$ cat src/common/memPkg.sv
package memPkg;

    typedef logic [31:0] wordT;
    typedef logic [7:0] byteT;

    // bytes per access
    typedef enum logic [1:0] {
        SizeByte = 2'd0,
        SizeHalf = 2'd1,
        SizeWord = 2'd2
    } accessSizeT;

    // locked grant of the arbiter
    typedef enum logic [1:0] {
        OwnerNone  = 2'd0,
        OwnerFetch = 2'd1,
        OwnerData  = 2'd2
    } ownerT;

    function automatic logic [2:0] sizeBytes(accessSizeT size);
        logic [2:0] count;
        case (size)
            SizeByte: count = 3'd1;
            SizeHalf: count = 3'd2;
            default:  count = 3'd4;
        endcase
        return count;
    endfunction

endpackage

$ cat src/memctrl/memCtrl.sv
`timescale 1ns/1ps

module memCtrl #(
    parameter int AddrWidth = 12
) (
    input  logic                   clk,
    input  logic                   rst,
    input  logic                   i_ioFull,

    input  logic                   i_reqValid,
    input  logic                   i_reqWe,
    input  logic [AddrWidth-1:0]   i_reqAdr,
    input  memPkg::accessSizeT     i_reqSize,
    input  memPkg::wordT           i_reqDatW,
    output logic                   o_reqDone,
    output memPkg::wordT           o_reqDatR,

    output logic                   o_ramWe,
    output logic [AddrWidth-1:0]   o_ramAdr,
    output memPkg::byteT           o_ramDatW,
    input  memPkg::byteT           i_ramDatR
);
    import memPkg::*;

    logic [2:0] stage;
    logic [2:0] numBytes;
    logic [2:0] lastStage;
    logic [2:0] adrStage;
    logic [1:0] lastLane;
    logic       isLoad;
    logic       stepEn;
    logic       done;
    wordT       asmWord;
    wordT       loadWord;

    assign numBytes = sizeBytes(i_reqSize);
    assign isLoad   = i_reqValid && !i_reqWe;
    assign stepEn   = i_reqValid && !i_ioFull;

    // loads need one extra cycle for the RAM read latency
    assign lastStage = isLoad ? numBytes : numBytes - 3'd1;
    assign done      = stepEn && (stage == lastStage);

    // lane of the byte currently on i_ramDatR
    assign lastLane = 2'(stage - 3'd1);

    // while a load is stalled, re-read the byte in flight so it stays valid
    always_comb begin
        if (isLoad && i_ioFull && stage != 3'd0) begin
            adrStage = stage - 3'd1;
        end else begin
            adrStage = stage;
        end
    end

    assign o_ramAdr  = i_reqAdr + AddrWidth'(adrStage);
    assign o_ramWe   = stepEn && i_reqWe;
    assign o_ramDatW = i_reqDatW[{stage[1:0], 3'b000} +: 8];
    assign o_reqDone = done;

    always_ff @(posedge clk) begin
        if (rst) begin
            stage <= 3'd0;
        end else if (stepEn) begin
            if (done) begin
                stage <= 3'd0;
            end else begin
                stage <= stage + 3'd1;
            end
        end
    end

    // little-endian assembly of returned bytes
    always_ff @(posedge clk) begin
        if (stepEn && isLoad && stage != 3'd0 && !done) begin
            asmWord[{lastLane, 3'b000} +: 8] <= i_ramDatR;
        end
    end

    // last byte comes straight from the RAM
    always_comb begin
        loadWord = asmWord;
        loadWord[{lastLane, 3'b000} +: 8] = i_ramDatR;
    end

    always_comb begin
        o_reqDatR = '0;
        if (done && isLoad) begin
            case (i_reqSize)
                SizeByte: o_reqDatR = {24'd0, loadWord[7:0]};
                SizeHalf: o_reqDatR = {16'd0, loadWord[15:0]};
                default:  o_reqDatR = loadWord;
            endcase
        end
    end

    stageInRange: assert property (@(posedge clk) disable iff (rst)
        i_reqValid |-> stage <= sizeBytes(i_reqSize))
        else $error("byte stage beyond request size");

    idleStageZero: assert property (@(posedge clk) disable iff (rst)
        !i_reqValid |-> stage == 3'd0)
        else $error("byte stage not cleared between requests");

    // returned byte survives a stalled load
    stallHoldsByte: assert property (@(posedge clk) disable iff (rst)
        (isLoad && i_ioFull && stage != 3'd0) |=> $stable(i_ramDatR))
        else $error("byte in flight lost during io stall");

endmodule

$ cat config.mk
export PLATFORM = sky130hd
export DESIGN_NAME = memCtrl
export DESIGN_NICKNAME = d
export VERILOG_FILES = /design/src/common/memPkg.sv /design/src/memctrl/memCtrl.sv
export SDC_FILE = /design/constraint.sdc
export NUM_CORES = 1
export LEC_CHECK = 0
export BUFFER_PORTS_ARGS = -buffer_cell sky130_fd_sc_hd__buf_2
export CAP_MARGIN = 10
export CORE_MARGIN = 1
export CORE_UTILIZATION = 45
export CTS_BUF_LIST = sky130_fd_sc_hd__clkbuf_2
export DETAILED_ROUTE_END_ITERATION = 7
export PLACE_DENSITY_LB_ADDON = 0.1
export REMOVE_ABC_BUFFERS = 1
export SLEW_MARGIN = 30
export SYNTH_ARGS = -nofsm -noshare
export SYNTH_HDL_FRONTEND = slang
export SYNTH_SLANG_ARGS = --single-unit
export TNS_END_PERCENT = 30
$ cat constraint.sdc
create_clock -name clk -period 4.3 [get_ports clk]
set_input_delay 0.43 -clock clk [delete_from_list [all_inputs] [get_ports clk]]
set_output_delay 0.43 -clock clk [all_outputs]
set_load 0.005 [all_outputs]
Yosys cells after proc, flatten, opt, wreduce, memory -nomap -nowiden
Index checks and enable logic that the tools add are counted.

Logic and storage cells: 34. Register bits: 35. Bits of input ports: 59.

Shifts and indexed selects: 3. Eq/ne operators: 2. Reductions and logical operators: 15. Muxes and demuxes: 7. Add/sub/neg operators: 5.

Operators by type and width (number): 32-bit case mux with 2 select lines (1); 32-bit bitwise mux (1); 32-bit two-way mux (1); 8-bit by 7-bit variable shift with 32-bit output (first input constant) (1); 32-bit by 6-bit indexed part select with 8-bit output (1); 8-bit by 7-bit indexed part select with 32-bit output (1); 12-bit by 3-bit adder with 12-bit output (1); 1-bit logical AND (10); 3-bit two-way mux (3); 5-bit negation with 7-bit output (1); 3-bit case mux with 2 select lines (1); 3-bit by 1-bit subtractor with 3-bit output (second input constant) (2); 3-bit by 1-bit adder with 3-bit output (second input constant) (1); 3-bit == test (1); 1-bit logical NOT (3); 3-bit nonzero test (1); 2-bit by 1-bit == test with 1-bit output (second input constant) (1); 2-bit logical NOT (1).

Longest topological paths before layout
Depth in word-level cells: 8. Depth in mapped cells: 13. Gate-level depth less buffers: 11.

Least setup slack after synthesis
OpenSTA, ideal clock, no wires.

Kind: input to register. Start point: in i_reqSize[1]. End point: reg asmWord[0] (enable). Path buffers: 0. Stages on the path: 7. Arrival time: 3271 ps. Setup slack: 597 ps. Cell sequence: nor2_1 -> inv_1 -> ha_1 -> xor2_1 -> and3_1 -> o21a_2 -> a21oi_1.

Word-level cells in the longest chain between the ends: 8.

RTL lines: from (decl) (line memCtrl.sv:13) `input memPkg::accessSizeT i_reqSize,`; 2-bit by 1-bit == test with 1-bit output or 2-bit logical NOT (tied branches) (line memPkg.sv:22) `case (size)`; 3-bit case mux with 2 select lines (*) (line memPkg.sv:22); 3-bit by 1-bit subtractor with 3-bit output (line memCtrl.sv:41) `assign lastStage = isLoad ? numBytes : numBytes - 3'd1;`; 3-bit two-way mux (*) (line memCtrl.sv:41); 3-bit == test (*) (line memCtrl.sv:42) `assign done = stepEn && (stage == lastStage);`; 1-bit logical AND (*) (line memCtrl.sv:42); 1-bit logical NOT (*) (line memCtrl.sv:75) `if (stepEn && isLoad && stage != 3'd0 && !done) begin`; 1-bit logical AND (*) (line memCtrl.sv:75); to (signal, indexed assignment) (line memCtrl.sv:76) `asmWord[{lastLane, 3'b000} +: 8] <= i_ramDatR;`; to (decl) (line memCtrl.sv:33) `wordT asmWord;`.

Mark *: on every way between the ends. The rest lies on a longest branch, timed or not. A chain may end at the register's enable or synchronous reset.

Worst setup path after layout
Start point: reg stage[1]. End point: out o_ramAdr[8].

Word-level cells in the longest chain between the ends: 4.

RTL lines: from (decl) (line memCtrl.sv:25) `logic [2:0] stage;`; from (signal assigned) (line memCtrl.sv:68) `stage <= stage + 3'd1;`; branches (longest 2 deep; another with 3-bit by 1-bit subtractor with 3-bit output); 3-bit two-way mux (*) (line memCtrl.sv:49) `if (isLoad && i_ioFull && stage != 3'd0) begin`; 12-bit by 3-bit adder with 12-bit output (*) (line memCtrl.sv:56) `assign o_ramAdr = i_reqAdr + AddrWidth'(adrStage);`; to (decl) (line memCtrl.sv:19) `output logic [AddrWidth-1:0] o_ramAdr,`.

Mark *: on every way between the ends.

==> metrics.yaml <==
coreArea_um2: 6030
gp_congestion: 0.781
io_buffers: 112
rsz0062_at_grt: "false"
leakagePower_uw: 0.00159
cp-end-kind: "primary output"
yosysUniqueCellTypes: 45
clk_latency_ns: 0.39
antenna_found_initial: 0
rows: 28
async_flop_share_pct: 0
fin_setup_tns_ns: 0
critPathRequiredTime_ns: 3.87
first_iter_violations: 118
cp_slowest_stage_delay_ns: 0.54
ys_warn_count: 0
worstPathArrival_ns: 3.38
grt_pass1_wl_mm: 11.2
cp_max_fo: 18
timing.hold.ws_ns: 0.224
setup_ws_ns: 0.488
synth_area_per_cell_um2: 10.1
cts_resized: 0
cts.clk_slew.worst_paths_ns: 0.17
ys_seq_elements: 35
grt_pass1_vias: 2391
synth_top_flop_cell: "edfxtp_1"
max_freq_ghz: 0.262
crit_type: "reg2out"
cts_tree: "done"
max_cap_viol_count: 0
finalCritPeriodShare_pct: 88.6
grt.overflow.total: 0
maxSlewHeadroom_pct: 63.9
diodes: 0
post_cts_buffers: 0
grt_max_degree: 29
die_width_um: 81.6
avgViaCountPerCell: 5.32
fin_nets: 464
fillers: 574
ant_nets: 0
wl_per_cell_um: 14.9
cts_htree_levels: 2
ir_drop_mv: 0.102
crit_chain: "inv_1 > ha_1 > nand2b_1 > and3_2 > xnor2_1 > ha_1 > fa_1 > a21o_1 > and4_1 > nand3_1 > xnor2_1 > buf_2"
vias: 2491
place_inst: 459
grt_use_total_pct: 22.5
cts_inserted_buffers: 5
dpl.hpwl_mm: 5.30
final_cells: 468
finalClockSkew_ns: 0.0149
slowest_stage: "ha_1"
synth_edf_count: 32
drv_slew: 0
start_util_pct: 47.3
status: "finished, final reports clean"
p_per_area_nw_per_um2: 224
root_buffer: "clkbuf_2"
drt-total-wl_mm: 6.97
drtPass1Iterations: 4
pre_cts_ws_ns: 0.931
hold_class: "in2reg"
clkSinkCount: 35
hold_buffers: 0
critPathLaunchType: "flip-flop"
multiInputGateArea_um2: 1630
layout-drive-gt1-share_pct: 41.2
fp.dieH_um: 81.6
hold_viol: 0
netlist_instances: 282
syn_to_final_growth_pct: 23.7
fp.dieArea_um2: 6650
io_pins: 113
min_period_ns: 3.81
drc: 0
seq_area_um2: 1020
clk_path_buf_depth: 2
tightest_slew_ns: 0.541
syn_area_um2: 2850
setup_viol: 0
ys_seq_area_share_pct: 35.8
## path summary, 6_finish.rpt
check	startpoint	endpoint	slack, ns	cells after the start
worst min-delay path	rst	stage[2]	0.22	2
worst min register to register	asmWord[16]	asmWord[16]	0.67	2
worst max register to register	stage[0]	asmWord[10]	1.95	6
worst max-delay path	stage[1]	o_ramAdr[8]	0.49	12
## metal layers
metal	GRT usage (%)	share of wire, %	vias to the layer above
li1	-	-	1227
met3	4.00	6.0	7
met5	0	0	-
met2	38.2	50	93
met4	5.96	1.1	0
met1	29.5	43	1164
## cell usage after synthesis, types with 2 or more instances
cell type / count / area share [%]
a21o_1: 3 / 0.79
a21oi_1: 5 / 0.88
and4b_1: 7 / 2.5
buf_6: 3 / 1.2
clkbuf_1: 9 / 1.2
dfxtp_1: 3 / 2.1
edfxtp_1: 32 / 34
ha_1: 12 / 5.3
inv_1: 35 / 4.6
mux4_2: 8 / 6.3
nand2_1: 17 / 2.2
nand2b_1: 4 / 0.88
nand3_1: 28 / 4.9
nor2_1: 7 / 0.92
nor2b_1: 11 / 2.4
nor3_1: 2 / 0.35
nor3b_1: 9 / 2.4
nor3b_2: 15 / 6.6
o21ai_0: 24 / 4.2
o22ai_1: 8 / 1.8
xnor2_1: 8 / 2.5
xnor2_2: 2 / 1.1
xor2_1: 8 / 2.5
## sequential cells by signal, summed over array words and instances (netlist names)
| register | count |
|---|---|
| asmWord | 32 |
| stage | 3 |
## layout make-up
class	count	area share [%]
timing repair buffer	116	17.3
multi-input combinational	199	46.2
clock inverter	1	0.142
tap	75	2.66
sequential	35	29.0
inverter	35	3.73
clock buffer	7	0.994
## logic make-up after synthesis
| logic type | synth area share (%) |
|---|---|
| and+or+nand+nor | 27.5 |
| xor gates and xnor gates | 7.03 |
| AOI/OAI and AO/OA | 9.40 |
| buffers and inverters | 7.16 |
| adders and majority gates | 5.97 |
| DFF | 35.8 |
| muxes | 7.11 |
## cell usage in the layout (no fill, tap or decap), types with 2 or more instances in the layout
cell,Yosys,final
xnor2_1,8,8
nor3_1,2,2
buf_4,0,3
ha_1,12,12
and4b_1,7,7
nor3b_1,9,9
nand2b_1,4,4
o22ai_1,8,8
mux4_2,8,8
xnor2_2,2,2
nand3_1,28,28
edfxtp_1,32,32
a21oi_1,5,4
buf_2,1,112
xor2_1,8,8
dfxtp_1,3,3
nor3b_2,15,15
nor2b_1,11,11
nand2_1,17,17
inv_1,35,35
clkbuf_2,0,7
nor2_1,7,7
o21ai_0,24,24
a21o_1,3,3
## through the flow
| step | total power, uW | util [%] | instance area, um^2 |
|---|---|---|---|
| global placement | 630 | 57.4 | 3460 |
| detailed placement | 634 | 57.4 | 3460 |
| finish | 790 | 58.5 | 3520 |
| floorplan | 542 | - | 2780 |
| CTS | 788 | 58.0 | 3500 |
| global route | 836 | 58.5 | 3520 |
## where the power goes
| group | leakage [uW] | internal, uW | switching [uW] | total (uW) |
|---|---|---|---|---|
| registers | 0.000314 | 379 | 1.67 | 381 |
| logic | 0.00124 | 111 | 142 | 253 |
| clock network | 0.0000330 | 44.4 | 111 | 155 |
| total | 0.00159 | 535 | 255 | 790 |
## worst max-delay path, delay by kind of cell, from the launching register on
kind | cells | cell delay [ns]
adder cells (fa/ha/maj) | 3 | 1.15
AND/OR/NAND/NOR | 4 | 0.70
flip-flops | 1 | 0.35
buffers and inverters | 2 | 0.34
XOR/XNOR | 2 | 0.24
AO/OA/AOI/OAI | 1 | 0.23
Power figures use the tool's default switching activity.
