--- config.mk ---
export PLATFORM = sky130hd
export DESIGN_NAME = busArbiter
export DESIGN_NICKNAME = d
export VERILOG_FILES = /design/src/common/memPkg.sv /design/src/verilog/busArbiter.sv
export SDC_FILE = /design/constraint.sdc
export NUM_CORES = 1
export LEC_CHECK = 0
export BUFFER_PORTS_ARGS = -buffer_cell sky130_fd_sc_hd__buf_2
export CORE_AREA = 2 2 82 84
export CTS_BUF_LIST = sky130_fd_sc_hd__clkbuf_16
export CTS_CLUSTER_DIAMETER = 120
export DETAILED_ROUTE_END_ITERATION = 12
export DIE_AREA = 0 0 84 86
export SLEW_MARGIN = 15
export SYNTH_ARGS = -nofsm -noshare
export SYNTH_HDL_FRONTEND = slang
export SYNTH_SLANG_ARGS = --single-unit
--- constraint.sdc ---
create_clock -name clk -period 1.3 [get_ports clk]
set_clock_uncertainty 0.1 [all_clocks]
set_input_delay 0.195 -clock clk [delete_from_list [all_inputs] [get_ports clk]]
set_output_delay 0.195 -clock clk [all_outputs]
set_load 0.01 [all_outputs]
--- src/common/memPkg.sv ---
package memPkg;

    typedef logic [31:0] wordT;
    typedef logic [7:0] byteT;

    // bytes per access
    typedef enum logic [1:0] {
        SizeByte = 2'd0,
        SizeHalf = 2'd1,
        SizeWord = 2'd2
    } accessSizeT;

    // locked grant of the arbiter
    typedef enum logic [1:0] {
        OwnerNone  = 2'd0,
        OwnerFetch = 2'd1,
        OwnerData  = 2'd2
    } ownerT;

    function automatic logic [2:0] sizeBytes(accessSizeT size);
        logic [2:0] count;
        case (size)
            SizeByte: count = 3'd1;
            SizeHalf: count = 3'd2;
            default:  count = 3'd4;
        endcase
        return count;
    endfunction

endpackage

--- src/verilog/busArbiter.sv ---
`timescale 1ns/1ps

module busArbiter #(
    parameter int AddrWidth = 12
) (
    input  logic                   clk,
    input  logic                   rst,

    input  logic                   i_fetchCyc,
    input  logic                   i_fetchStb,
    input  logic [AddrWidth-1:0]   i_fetchAdr,
    output logic                   o_fetchAck,
    output memPkg::wordT           o_fetchDat,

    input  logic                   i_dataCyc,
    input  logic                   i_dataStb,
    input  logic                   i_dataWe,
    input  logic [AddrWidth-1:0]   i_dataAdr,
    input  memPkg::accessSizeT     i_dataSize,
    input  memPkg::wordT           i_dataDatW,
    output logic                   o_dataAck,
    output memPkg::wordT           o_dataDatR,

    output logic                   o_reqValid,
    output logic                   o_reqWe,
    output logic [AddrWidth-1:0]   o_reqAdr,
    output memPkg::accessSizeT     o_reqSize,
    output memPkg::wordT           o_reqDatW,
    input  logic                   i_reqDone,
    input  memPkg::wordT           i_reqDatR
);
    import memPkg::*;

    ownerT owner;
    logic  fetchReq;
    logic  dataReq;
    logic  dataOwns;

    assign fetchReq = i_fetchCyc && i_fetchStb;
    assign dataReq  = i_dataCyc && i_dataStb;
    assign dataOwns = (owner == OwnerData);

    // grant stays locked until the controller reports done
    always_ff @(posedge clk) begin
        if (rst) begin
            owner <= OwnerNone;
        end else if (owner == OwnerNone) begin
            if (dataReq) begin
                owner <= OwnerData;
            end else if (fetchReq) begin
                owner <= OwnerFetch;
            end
        end else if (i_reqDone) begin
            owner <= OwnerNone;
        end
    end

    // fetch is always a word read
    assign o_reqValid = (owner != OwnerNone);
    assign o_reqWe    = dataOwns && i_dataWe;
    assign o_reqAdr   = dataOwns ? i_dataAdr : i_fetchAdr;
    assign o_reqSize  = dataOwns ? i_dataSize : SizeWord;
    assign o_reqDatW  = dataOwns ? i_dataDatW : '0;

    assign o_fetchAck = i_reqDone && (owner == OwnerFetch);
    assign o_dataAck  = i_reqDone && dataOwns;
    assign o_fetchDat = (owner == OwnerFetch) ? i_reqDatR : '0;
    assign o_dataDatR = dataOwns ? i_reqDatR : '0;

    // a granted master holds its request until done
    reqHeld: assert property (@(posedge clk) disable iff (rst)
        (o_reqValid && !i_reqDone) |=> $stable(o_reqAdr) && $stable(o_reqSize))
        else $error("request fields changed before done");

    doneNeedsOwner: assert property (@(posedge clk) disable iff (rst)
        i_reqDone |-> owner != OwnerNone)
        else $error("controller done without a granted request");

endmodule

### Word level (Yosys, flattened, before mapping)

Index checks and enable logic that the tools add are counted.

* equal/unequal tests: 3
* muxes and demuxes: 9
* reduce and logical (&&, ||, !) cells: 9

Operators with widths (number)
* 2-to-1 mux 32 bit: 3
* 2-to-1 mux 12 bit: 1
* 2-to-1 mux 2 bit: 5
* logical AND 1 bit: 5
* nonzero test 2 bit: 2
* != test 3 bit, second input constant: 1
* == test 2 x 1 -> 1 bit, second input constant: 1
* == test 2 bit, second input constant: 1
* zero test 2 bit: 1
* AND reduction 2 bit: 1

* register bits after elaboration: 2
* output and inout bits: 114

### Logic depth before layout (Yosys ltp)

Gate-level depths: netlist of the first run.

* word-level depth: 4
* depth in mapped cells: 4
* depth with buffers taken out: 2

### Worst setup path before layout of the first run

No wires, ideal clock.

* path kind: register to output
* from: reg owner[1]
* to: out o_reqAdr[0]
* data arrival time: 1058 ps
* data required time: 1005 ps
* slack: -53 ps
* cell stages (with the launch flop): 5
* path buffers: 2
* path through: dfxtp_1 > nor2b_4 > buf_6 > buf_12 > mux2_4

* longest elaborated chain between the ends: 2

Ends and longest elaborated chain
* start, declared: line busArbiter.sv:34 `ownerT owner;`
* start signal, assigned: line busArbiter.sv:46 `owner <= OwnerNone;`
* start signal, assigned: line busArbiter.sv:49 `owner <= OwnerData;`
* start signal, assigned: line busArbiter.sv:51 `owner <= OwnerFetch;`
* == test 2 bit: line busArbiter.sv:41 `assign dataOwns = (owner == OwnerData);`
* 2-to-1 mux 12 bit: line busArbiter.sv:61 `assign o_reqAdr = dataOwns ? i_dataAdr : i_fetchAdr;`
* end, declared: line busArbiter.sv:26 `output logic [AddrWidth-1:0] o_reqAdr,`

No other way between the ends.

### Worst setup path in the final report of the first run

* from: reg owner[1]
* to: out o_reqAdr[7]

The elaborated chain is that of the path after synthesis.

==> results of run 1 <==
-- metrics by stage --
step,power [W],utilization (%),hold WS (ps)
2_1_floorplan,0.0003460,-,156.7
3_3_place_gp,0.0006460,34.24,278.1
3_5_place_dp,0.0006510,34.24,283.9
4_1_cts,0.001262,40.70,55.47
5_1_grt,0.001322,40.72,78.36
6_report,0.001253,40.72,61.98
-- synth_stat cells, drive strengths merged --
| master | number | area [sq um] |
|---|---|---|
| clkbuf | 9 | 33.78 |
| and2b | 1 | 7.510 |
| nand4bb | 1 | 11.26 |
| a21oi | 2 | 10.01 |
| inv | 1 | 3.750 |
| a41o | 1 | 10.01 |
| buf | 3 | 42.54 |
| nor3b | 1 | 7.510 |
| nand2b | 2 | 12.51 |
| and2 | 100 | 625.6 |
| nor2 | 1 | 3.750 |
| mux2 | 12 | 180.2 |
| nor2b | 1 | 13.76 |
| dfxtp | 2 | 40.04 |
-- area by class of cell --
class | count | area, sq um
clock buffers | 3 | 75.07
inverters | 1 | 3.754
well taps | 77 | 96.34
fillers | 662 | 3721
repair buffers | 226 | 1424
flip-flops and latches | 2 | 45.04
multi-input cells | 122 | 912.1
-- per-layer routing --
metal / vias up / GRT usage, %
li1: 858 / -
met1: 740 / 17.07
met2: 89 / 25.89
met3: 4 / 1.829
met4: 0 / 3.226
met5: - / 0
-- power by group through the flow --
stage	combinational (W)	sequential, W	clock (W)
floorplan	0.000276	0.0000702	0
global placement	0.000576	0.0000699	0
detailed placement	0.000580	0.0000705	0
CTS	0.000726	0.0000675	0.000469
global route	0.000779	0.0000681	0.000475
finish	0.000724	0.0000679	0.000461
-- timing repair --
action                                  in CTS  in global routing
gates cloned                                 4                  0
setup buffers                                6                  0
pin swaps                                    7                  1
endpoints found under the setup margin     113                114
gates resized for setup                     42                  7
-- worst paths after layout --
check | to | cells after the start | slack, ps | from
max reg2reg | owner[1] | 4 | 230 | owner[1]
min reg2reg | owner[1] | 3 | 610 | owner[0]
min | owner[1] | 2 | 60 | rst
max | o_reqAdr[7] | 4 | -370 | owner[1]
-- worst max-delay path: stages (launching register included) --
cell and delay [ps]:
dfxtp_2 320, nor2b_4 190, buf_12 190, mux2_4 320, buf_6 130
-- logic make-up (layout without fill, tap and decap cells) --
family	count (synthesis)	in the layout	synth area share [%]
buffers and inverters	13	230	7.989
AND/OR/NAND/NOR	107	107	68.04
flip-flops	2	2	3.995
multiplexers	12	12	17.98
AO/OA/AOI/OAI	3	3	1.998
==> results_dict.tcl, run 1 <==
set metrics [dict create \
    run_status "complete, but fails checks" \
    failed_checks "negative setup slack" \
    via_per_inst 3.923 \
    final_nets 454 \
    fmax_ghz 0.5993 \
    cts_hold_buf 0 \
    maxSlewHeadroom_pct 86.05 \
    swShare_pct 29.36 \
    worstMarginPinSlew_ps 208.7 \
    dr_wl_met2_um 2991 \
    pin_count 212 \
    yosysWarnings 0 \
    synth_seq_cells 2 \
    overflow 0 \
    routedWlPerCell_um 13.03 \
    clock_path_buffers 2 \
    grt_max_degree 34 \
    hold_viol 0 \
    required_ps 1000 \
    antenna_found_initial 0 \
    final_cell_mix "buf_2 (189), and2_1 (91), buf_6 (24)" \
    pre_cts_ws_ps -158.8 \
    top_regs "owner: 2 flops" \
    fin_crit_ps 1669 \
    clock_power_share_pct 36.8 \
    die_w_um 84 \
    start_kind "flop" \
    grt_pass1_wl_um 8238 \
    die_h_um 86 \
    avgSynthCellArea_sq_um 7.315 \
    internal_power_w 0.0008850 \
    insertion_delay_ps 220 \
    area_delta_synth_final_pct 155.1 \
    diodes 0 \
    dieArea_sq_mm 0.007224 \
    rsz0062_at_grt "true" \
    combPwrFrac_pct 57.8 \
    power.leakage_nw 1.613 \
    postPlaceCellArea_sq_mm 0.002150 \
    largest_reg_flops 2 \
    numClockSinks 2 \
    ir_worst_vdd_mv 0.6272 \
    core_area_sq_mm 0.006277 \
    slew_viol_final 0 \
    grt_util_all_layers_pct 13.94 \
    synth_cells 137 \
    top_layer "met4" \
    place.gp.congestion 0.7722 \
    cap_viol_max_count 0 \
    drt_first_iter_violations 35 \
    route.detailed.drc 0 \
    period_share_pct 128.3 \
    cp-end-kind "output port" \
    syn-num-nets 235 \
    pwr-share-seq_pct 5.4 \
    finalInstanceArea_sq_mm 0.002556 \
    initial_core_util_pct 15.97 \
    path_class "reg2out" \
    layout_commonest_cell "buf_2" \
    layoutNonFillerInstCount 431 \
    hpwl_um 4235 \
    cts_inserted_buffers 3 \
    setup_tns_ps -33260 \
    wl_met3_um 368 \
    wl_met1_um 2187 \
    wirelength_um 5615 \
    netlist-cell-type-count 15 \
    cts_tree "yes" \
    clk_pin_slew_ps 30 \
    setup_ws_ps -368.5 \
    place_inst 419 \
    p_per_area_mw_per_mm2 490.1 \
    p_switching_w 0.0003678 \
    grt_pass1_vias 1626 \
    io_buffers 211 \
    min_path_type "in2reg" \
    drt-pass1-iter-count 4 \
    via_count 1691 \
    htreeDepth 1 \
    syn_area_sq_mm 0.001002 \
    fp-row-count 29 \
    largest-register "owner" \
    ant_nets 0 \
    cts-root-buf "clkbuf_16" \
    crit_fanout 23 \
    critPathArrivalTime_ps 1370 \
    setup_viol 114 \
    ys_seq_area_share_pct 3.995 \
    drive_above_1_share_pct 71.75 \
]
(Power assumes the default switching activity.)
==> inputs of run 2 (changes only) <==
--- a/config.mk
+++ b/config.mk
@@ -11,6 +11,7 @@
 export CTS_CLUSTER_DIAMETER = 120
 export DETAILED_ROUTE_END_ITERATION = 12
 export DIE_AREA = 0 0 84 86
+export PLACE_DENSITY = 0.63
 export SLEW_MARGIN = 15
 export SYNTH_ARGS = -nofsm -noshare
 export SYNTH_HDL_FRONTEND = slang
==> constraint.sdc (replaced) <==
create_clock -name clk -period 2 [get_ports clk]
set_clock_uncertainty 0.1 [all_clocks]
set_input_delay 0.3 -clock clk [delete_from_list [all_inputs] [get_ports clk]]
set_output_delay 0.3 -clock clk [all_outputs]
set_load 0.01 [all_outputs]
==> results_dict.tcl, run 2 (synthesis results as in run 1) <==
set metrics [dict create \
    run_status "complete, no violations" \
    p_switching_w 0.0002099 \
    p_per_area_mw_per_mm2 323.6 \
    period_share_pct 93.44 \
    largest-register "owner" \
    timing.rr.end "owner[0]" \
    drt_first_iter_violations 20 \
    cts_hold_buf 0 \
    worstMarginPinSlew_ps 292.1 \
    critPathCapture "o_reqAdr[2]" \
    ir_worst_vdd_mv 0.4103 \
    hp-start "rst" \
    cts.repair.resized 0 \
    cap_viol_max_count 0 \
    internal_power_w 0.0004983 \
    wirelength_um 4617 \
    pwr-share-seq_pct 6.4 \
    crit_cells 4 \
    critPathBufInv 2 \
    cp_top_family "flip-flops" \
    dieArea_sq_mm 0.007224 \
    cts_inserted_buffers 3 \
    crit_fanout 40 \
    ant_nets 0 \
    insertion_delay_ps 220 \
    numClockSinks 2 \
    grt_pass1_wl_um 6865 \
    pin_count 212 \
    crit_chain "nor2b_4 > buf_12 > mux2_4 > buf_2" \
    start_kind "flop" \
    rsz0062_at_grt "false" \
    routedWlPerCell_um 11.02 \
    fmax_ghz 0.5351 \
    setup_tns_ps 0 \
    required_ps 1600 \
    path_class "reg2out" \
    io_buffers 211 \
    post_cts_buffers 0 \
    r2r_start "owner[0]" \
    layout_commonest_cell "buf_2" \
    die_w_um 84 \
    final_cell_mix "buf_2 (211), and2_1 (100), mux2_4 (12)" \
    hold_viol 0 \
    grt_pass1_vias 1503 \
    cts_tree "yes" \
    die_h_um 86 \
    combPwrFrac_pct 51.1 \
    critPathArrivalTime_ps 1470 \
    route.detailed.drc 0 \
    hpwl_um 4042 \
    core_area_sq_mm 0.006277 \
    via_per_inst 3.907 \
    place.gp.congestion 0.7243 \
    place_inst 416 \
    slowest_delay_ps 370 \
    layoutNonFillerInstCount 419 \
    via_count 1637 \
    crit_slowest_cell "dfxtp_1" \
    fp-row-count 29 \
    power.leakage_nw 1.470 \
    multi_input_area_sq_um 882.1 \
    cts-root-buf "clkbuf_16" \
    setup_viol 0 \
    cp-end-kind "output port" \
    clock_power_share_pct 42.5 \
    antenna_found_initial 0 \
    slew_viol_final 0 \
    diodes 0 \
    top_regs "owner: 2 flops" \
    drt-pass1-iter-count 4 \
    maxSlewHeadroom_pct 80.53 \
    htreeDepth 1 \
    nFillCells 678 \
    reg2reg_slack_ps 1060 \
    grt_max_degree 41 \
    r2r_cells 2 \
    drive_above_1_share_pct 67.25 \
    overflow 0 \
    fin_crit_ps 1869 \
    min_path_type "in2reg" \
    clock_path_buffers 2 \
    area_delta_synth_final_pct 118.4 \
    final_nets 442 \
    initial_core_util_pct 15.97 \
    swShare_pct 29.63 \
    regArea_sq_um 40.04 \
    grt_util_all_layers_pct 11.17 \
    clk_pin_slew_ps 30 \
    largest_reg_flops 2 \
    cp-startpoint "owner[1]" \
]
## run 2: changes by cell type in the layout (fill, tap and decap cells not counted), sizes merged
cell and delta:
buf -12
## run 2: final cells by class
cell class                 instances  share of cell area [%]
sequential                         2                   1.830
clock buffer                       3                   3.431
timing repair buffer             214                   49.86
multi-input combinational        122                   40.31
tap                               77                   4.403
inverter                           1                  0.1715
## run 2: worst min-delay path by stage
stage	to	slack, ps	cells after the start
2_1_floorplan	owner[1]	270	1
3_3_place_gp	owner[1]	390	2
3_5_place_dp	owner[1]	400	2
4_1_cts	owner[1]	170	2
5_1_grt	owner[1]	180	2
6_report	owner[1]	170	2
## run 2: power groups by stage
stage / logic (W) / clock network [W] / registers, W
after floorplan: 0.000179 / 0 / 0.0000454
after global placement: 0.000359 / 0 / 0.0000457
after detailed placement: 0.000366 / 0 / 0.0000462
after CTS: 0.000367 / 0.000305 / 0.0000457
after global routing: 0.000396 / 0.000308 / 0.0000461
final: 0.000362 / 0.000301 / 0.0000456
## run 2: stage by stage
stage / hold WS, ps / power [W] / utilization [%] / setup slack [ps] / instance area (sq um)
5_1_grt: 176.8 / 0.0007493 / 34.86 / 63.75 / 2188
4_1_cts: 172.9 / 0.0007174 / 34.86 / 119.9 / 2188
3_3_place_gp: 386.7 / 0.0004050 / 33.67 / 407.0 / 2113
3_5_place_dp: 400.4 / 0.0004118 / 33.67 / 350.2 / 2113
2_1_floorplan: 269.1 / 0.0002247 / - / 542.0 / 1002
6_report: 171.8 / 0.0007082 / 34.86 / 131.3 / 2188
## run 2: per-layer routing
metal / routed length, um / share of wire, % / GRT usage (%) / vias to the layer above
met1: 1673 / 36 / 11.86 / 697
met4: 19 / 0.41 / 1.760 / 0
met3: 491 / 11 / 2.887 / 2
li1: - / - / - / 830
met2: 2433 / 53 / 22.40 / 108
met5: 0 / 0 / 0 / -
==> inputs of run 3 (changes only) <==
--- a/config.mk
+++ b/config.mk
@@ -6,12 +6,12 @@
 export NUM_CORES = 1
 export LEC_CHECK = 0
 export BUFFER_PORTS_ARGS = -buffer_cell sky130_fd_sc_hd__buf_2
-export CORE_AREA = 2 2 82 84
+export CORE_AREA = 2 2 83 85
 export CTS_BUF_LIST = sky130_fd_sc_hd__clkbuf_16
 export CTS_CLUSTER_DIAMETER = 120
 export DETAILED_ROUTE_END_ITERATION = 12
-export DIE_AREA = 0 0 84 86
-export PLACE_DENSITY = 0.63
+export DIE_AREA = 0 0 85 87
+export PLACE_DENSITY = 0.62
 export SLEW_MARGIN = 15
 export SYNTH_ARGS = -nofsm -noshare
 export SYNTH_HDL_FRONTEND = slang
==> constraint.sdc (replaced) <==
create_clock -name clk -period 2.05 [get_ports clk]
set_clock_uncertainty 0.1 [all_clocks]
set_input_delay 0.3075 -clock clk [delete_from_list [all_inputs] [get_ports clk]]
set_output_delay 0.3075 -clock clk [all_outputs]
set_load 0.01 [all_outputs]
==> results_dict.tcl, run 3 (synthesis results as in run 1) <==
set metrics [dict create \
    start_kind "flop" \
    io_buffers 211 \
    drive_above_1_share_pct 67.25 \
    cts-root-buf "clkbuf_16" \
    setup_tns_ps 0 \
    core_area_sq_mm 0.006569 \
    cts_inserted_buffers 3 \
    hold_viol 0 \
    r2r_start "owner[0]" \
    pwr-share-seq_pct 6.5 \
    final_cell_mix "buf_2 (211), and2_1 (100), mux2_4 (12)" \
    clock_path_buffers 2 \
    largest-register "owner" \
    routedWlPerCell_um 9.685 \
    crit_slowest_cell "dfxtp_1" \
    crit_chain "nor2b_4 > buf_12 > mux2_4 > buf_2" \
    clk_pin_slew_ps 30 \
    overflow 0 \
    antenna_found_initial 0 \
    cp-startpoint "owner[1]" \
    cts_hold_buf 0 \
    hpwl_um 3551 \
    grt_pass1_vias 1330 \
    path_class "reg2out" \
    critPathArrivalTime_ps 1480 \
    cp_top_family "flip-flops" \
    layout_commonest_cell "buf_2" \
    route.detailed.drc 0 \
    diodes 0 \
    dieArea_sq_mm 0.007395 \
    wirelength_um 4087 \
    numClockSinks 2 \
    cap_viol_max_count 0 \
    grt_pass1_wl_um 5464 \
    die_h_um 87 \
    grt_util_all_layers_pct 8.545 \
    drt_first_iter_violations 5 \
    post_cts_buffers 0 \
    maxSlewHeadroom_pct 83.35 \
    cts.repair.resized 0 \
    via_per_inst 3.810 \
    total_power_w 0.0006889 \
    slowest_delay_ps 370 \
    swShare_pct 29.41 \
    worstMarginPinSlew_ps 249.7 \
    crit_fanout 44 \
    fp-row-count 30 \
    largest_reg_flops 2 \
    critPathBufInv 2 \
    initial_core_util_pct 15.26 \
    grt_max_degree 45 \
    rsz0062_at_grt "false" \
    slew_viol_final 0 \
    final_nets 442 \
    hp-start "rst" \
    htreeDepth 1 \
    ir_worst_vdd_mv 0.4803 \
    clock_power_share_pct 42.8 \
    cts_tree "yes" \
    die_w_um 85 \
    min_path_type "in2reg" \
    pin_count 212 \
    area_delta_synth_final_pct 118.7 \
    p_switching_w 0.0002026 \
    setup_viol 0 \
    fmax_ghz 0.5303 \
    period_share_pct 91.98 \
    cp-end-kind "output port" \
    power.leakage_nw 1.470 \
    combPwrFrac_pct 50.7 \
    via_count 1608 \
    place.gp.congestion 0.7281 \
    nFillCells 715 \
    ant_nets 0 \
    p_per_area_mw_per_mm2 314.3 \
    internal_power_w 0.0004863 \
    top_regs "owner: 2 flops" \
    insertion_delay_ps 220 \
    run_status "complete, no violations" \
    fin_crit_ps 1886 \
    drt-pass1-iter-count 4 \
    required_ps 1640 \
]
run 3: per-stage QoR:
stage	setup slack, ps	std cells	hold WS [ps]	utilization, %	area, sq um
6_report	164.4	422	179.0	33.37	2192
5_1_grt	84.11	422	193.4	33.37	2192
4_1_cts	149.8	422	178.2	33.37	2192
3_5_place_dp	386.5	419	406.8	32.23	2117
3_3_place_gp	437.4	419	387.6	32.23	2117
2_1_floorplan	584.5	137	276.6	-	1002
run 3: cell type report:
type | instances | area (sq um) | share of cell area, %
clock buffers | 3 | 75.07 | 3.425
inverters | 1 | 3.754 | 0.1712
repair buffers | 214 | 1091 | 49.77
multi-input cells | 122 | 882.1 | 40.24
flip-flops and latches | 2 | 40.04 | 1.826
well taps | 80 | 100.1 | 4.566
run 3: power by group through the flow:
stage,logic (W),registers (W),clock network [W]
floorplan,0.000175,0.0000443,0
detailed placement,0.000353,0.0000450,0
global route,0.000381,0.0000450,0.000301
finish,0.000349,0.0000445,0.000295
CTS,0.000354,0.0000446,0.000299
global placement,0.000349,0.0000446,0
run 3: path summary, 6_finish.rpt:
kind | to | slack [ps] | depth (start not counted)
min reg2reg | owner[1] | 420 | 2
max | o_reqAdr[0] | 160 | 4
max reg2reg | owner[0] | 1110 | 2
min | owner[1] | 180 | 2
run 3: per-layer routing:
| metal | global-route usage, % | vias to the layer above | share of wire [%] |
|---|---|---|---|
| li1 | - | 831 | - |
| met1 | 9.785 | 662 | 37 |
| met4 | 1.732 | 0 | 0.61 |
| met5 | 0 | - | 0 |
| met3 | 1.137 | 3 | 12 |
| met2 | 16.76 | 112 | 51 |
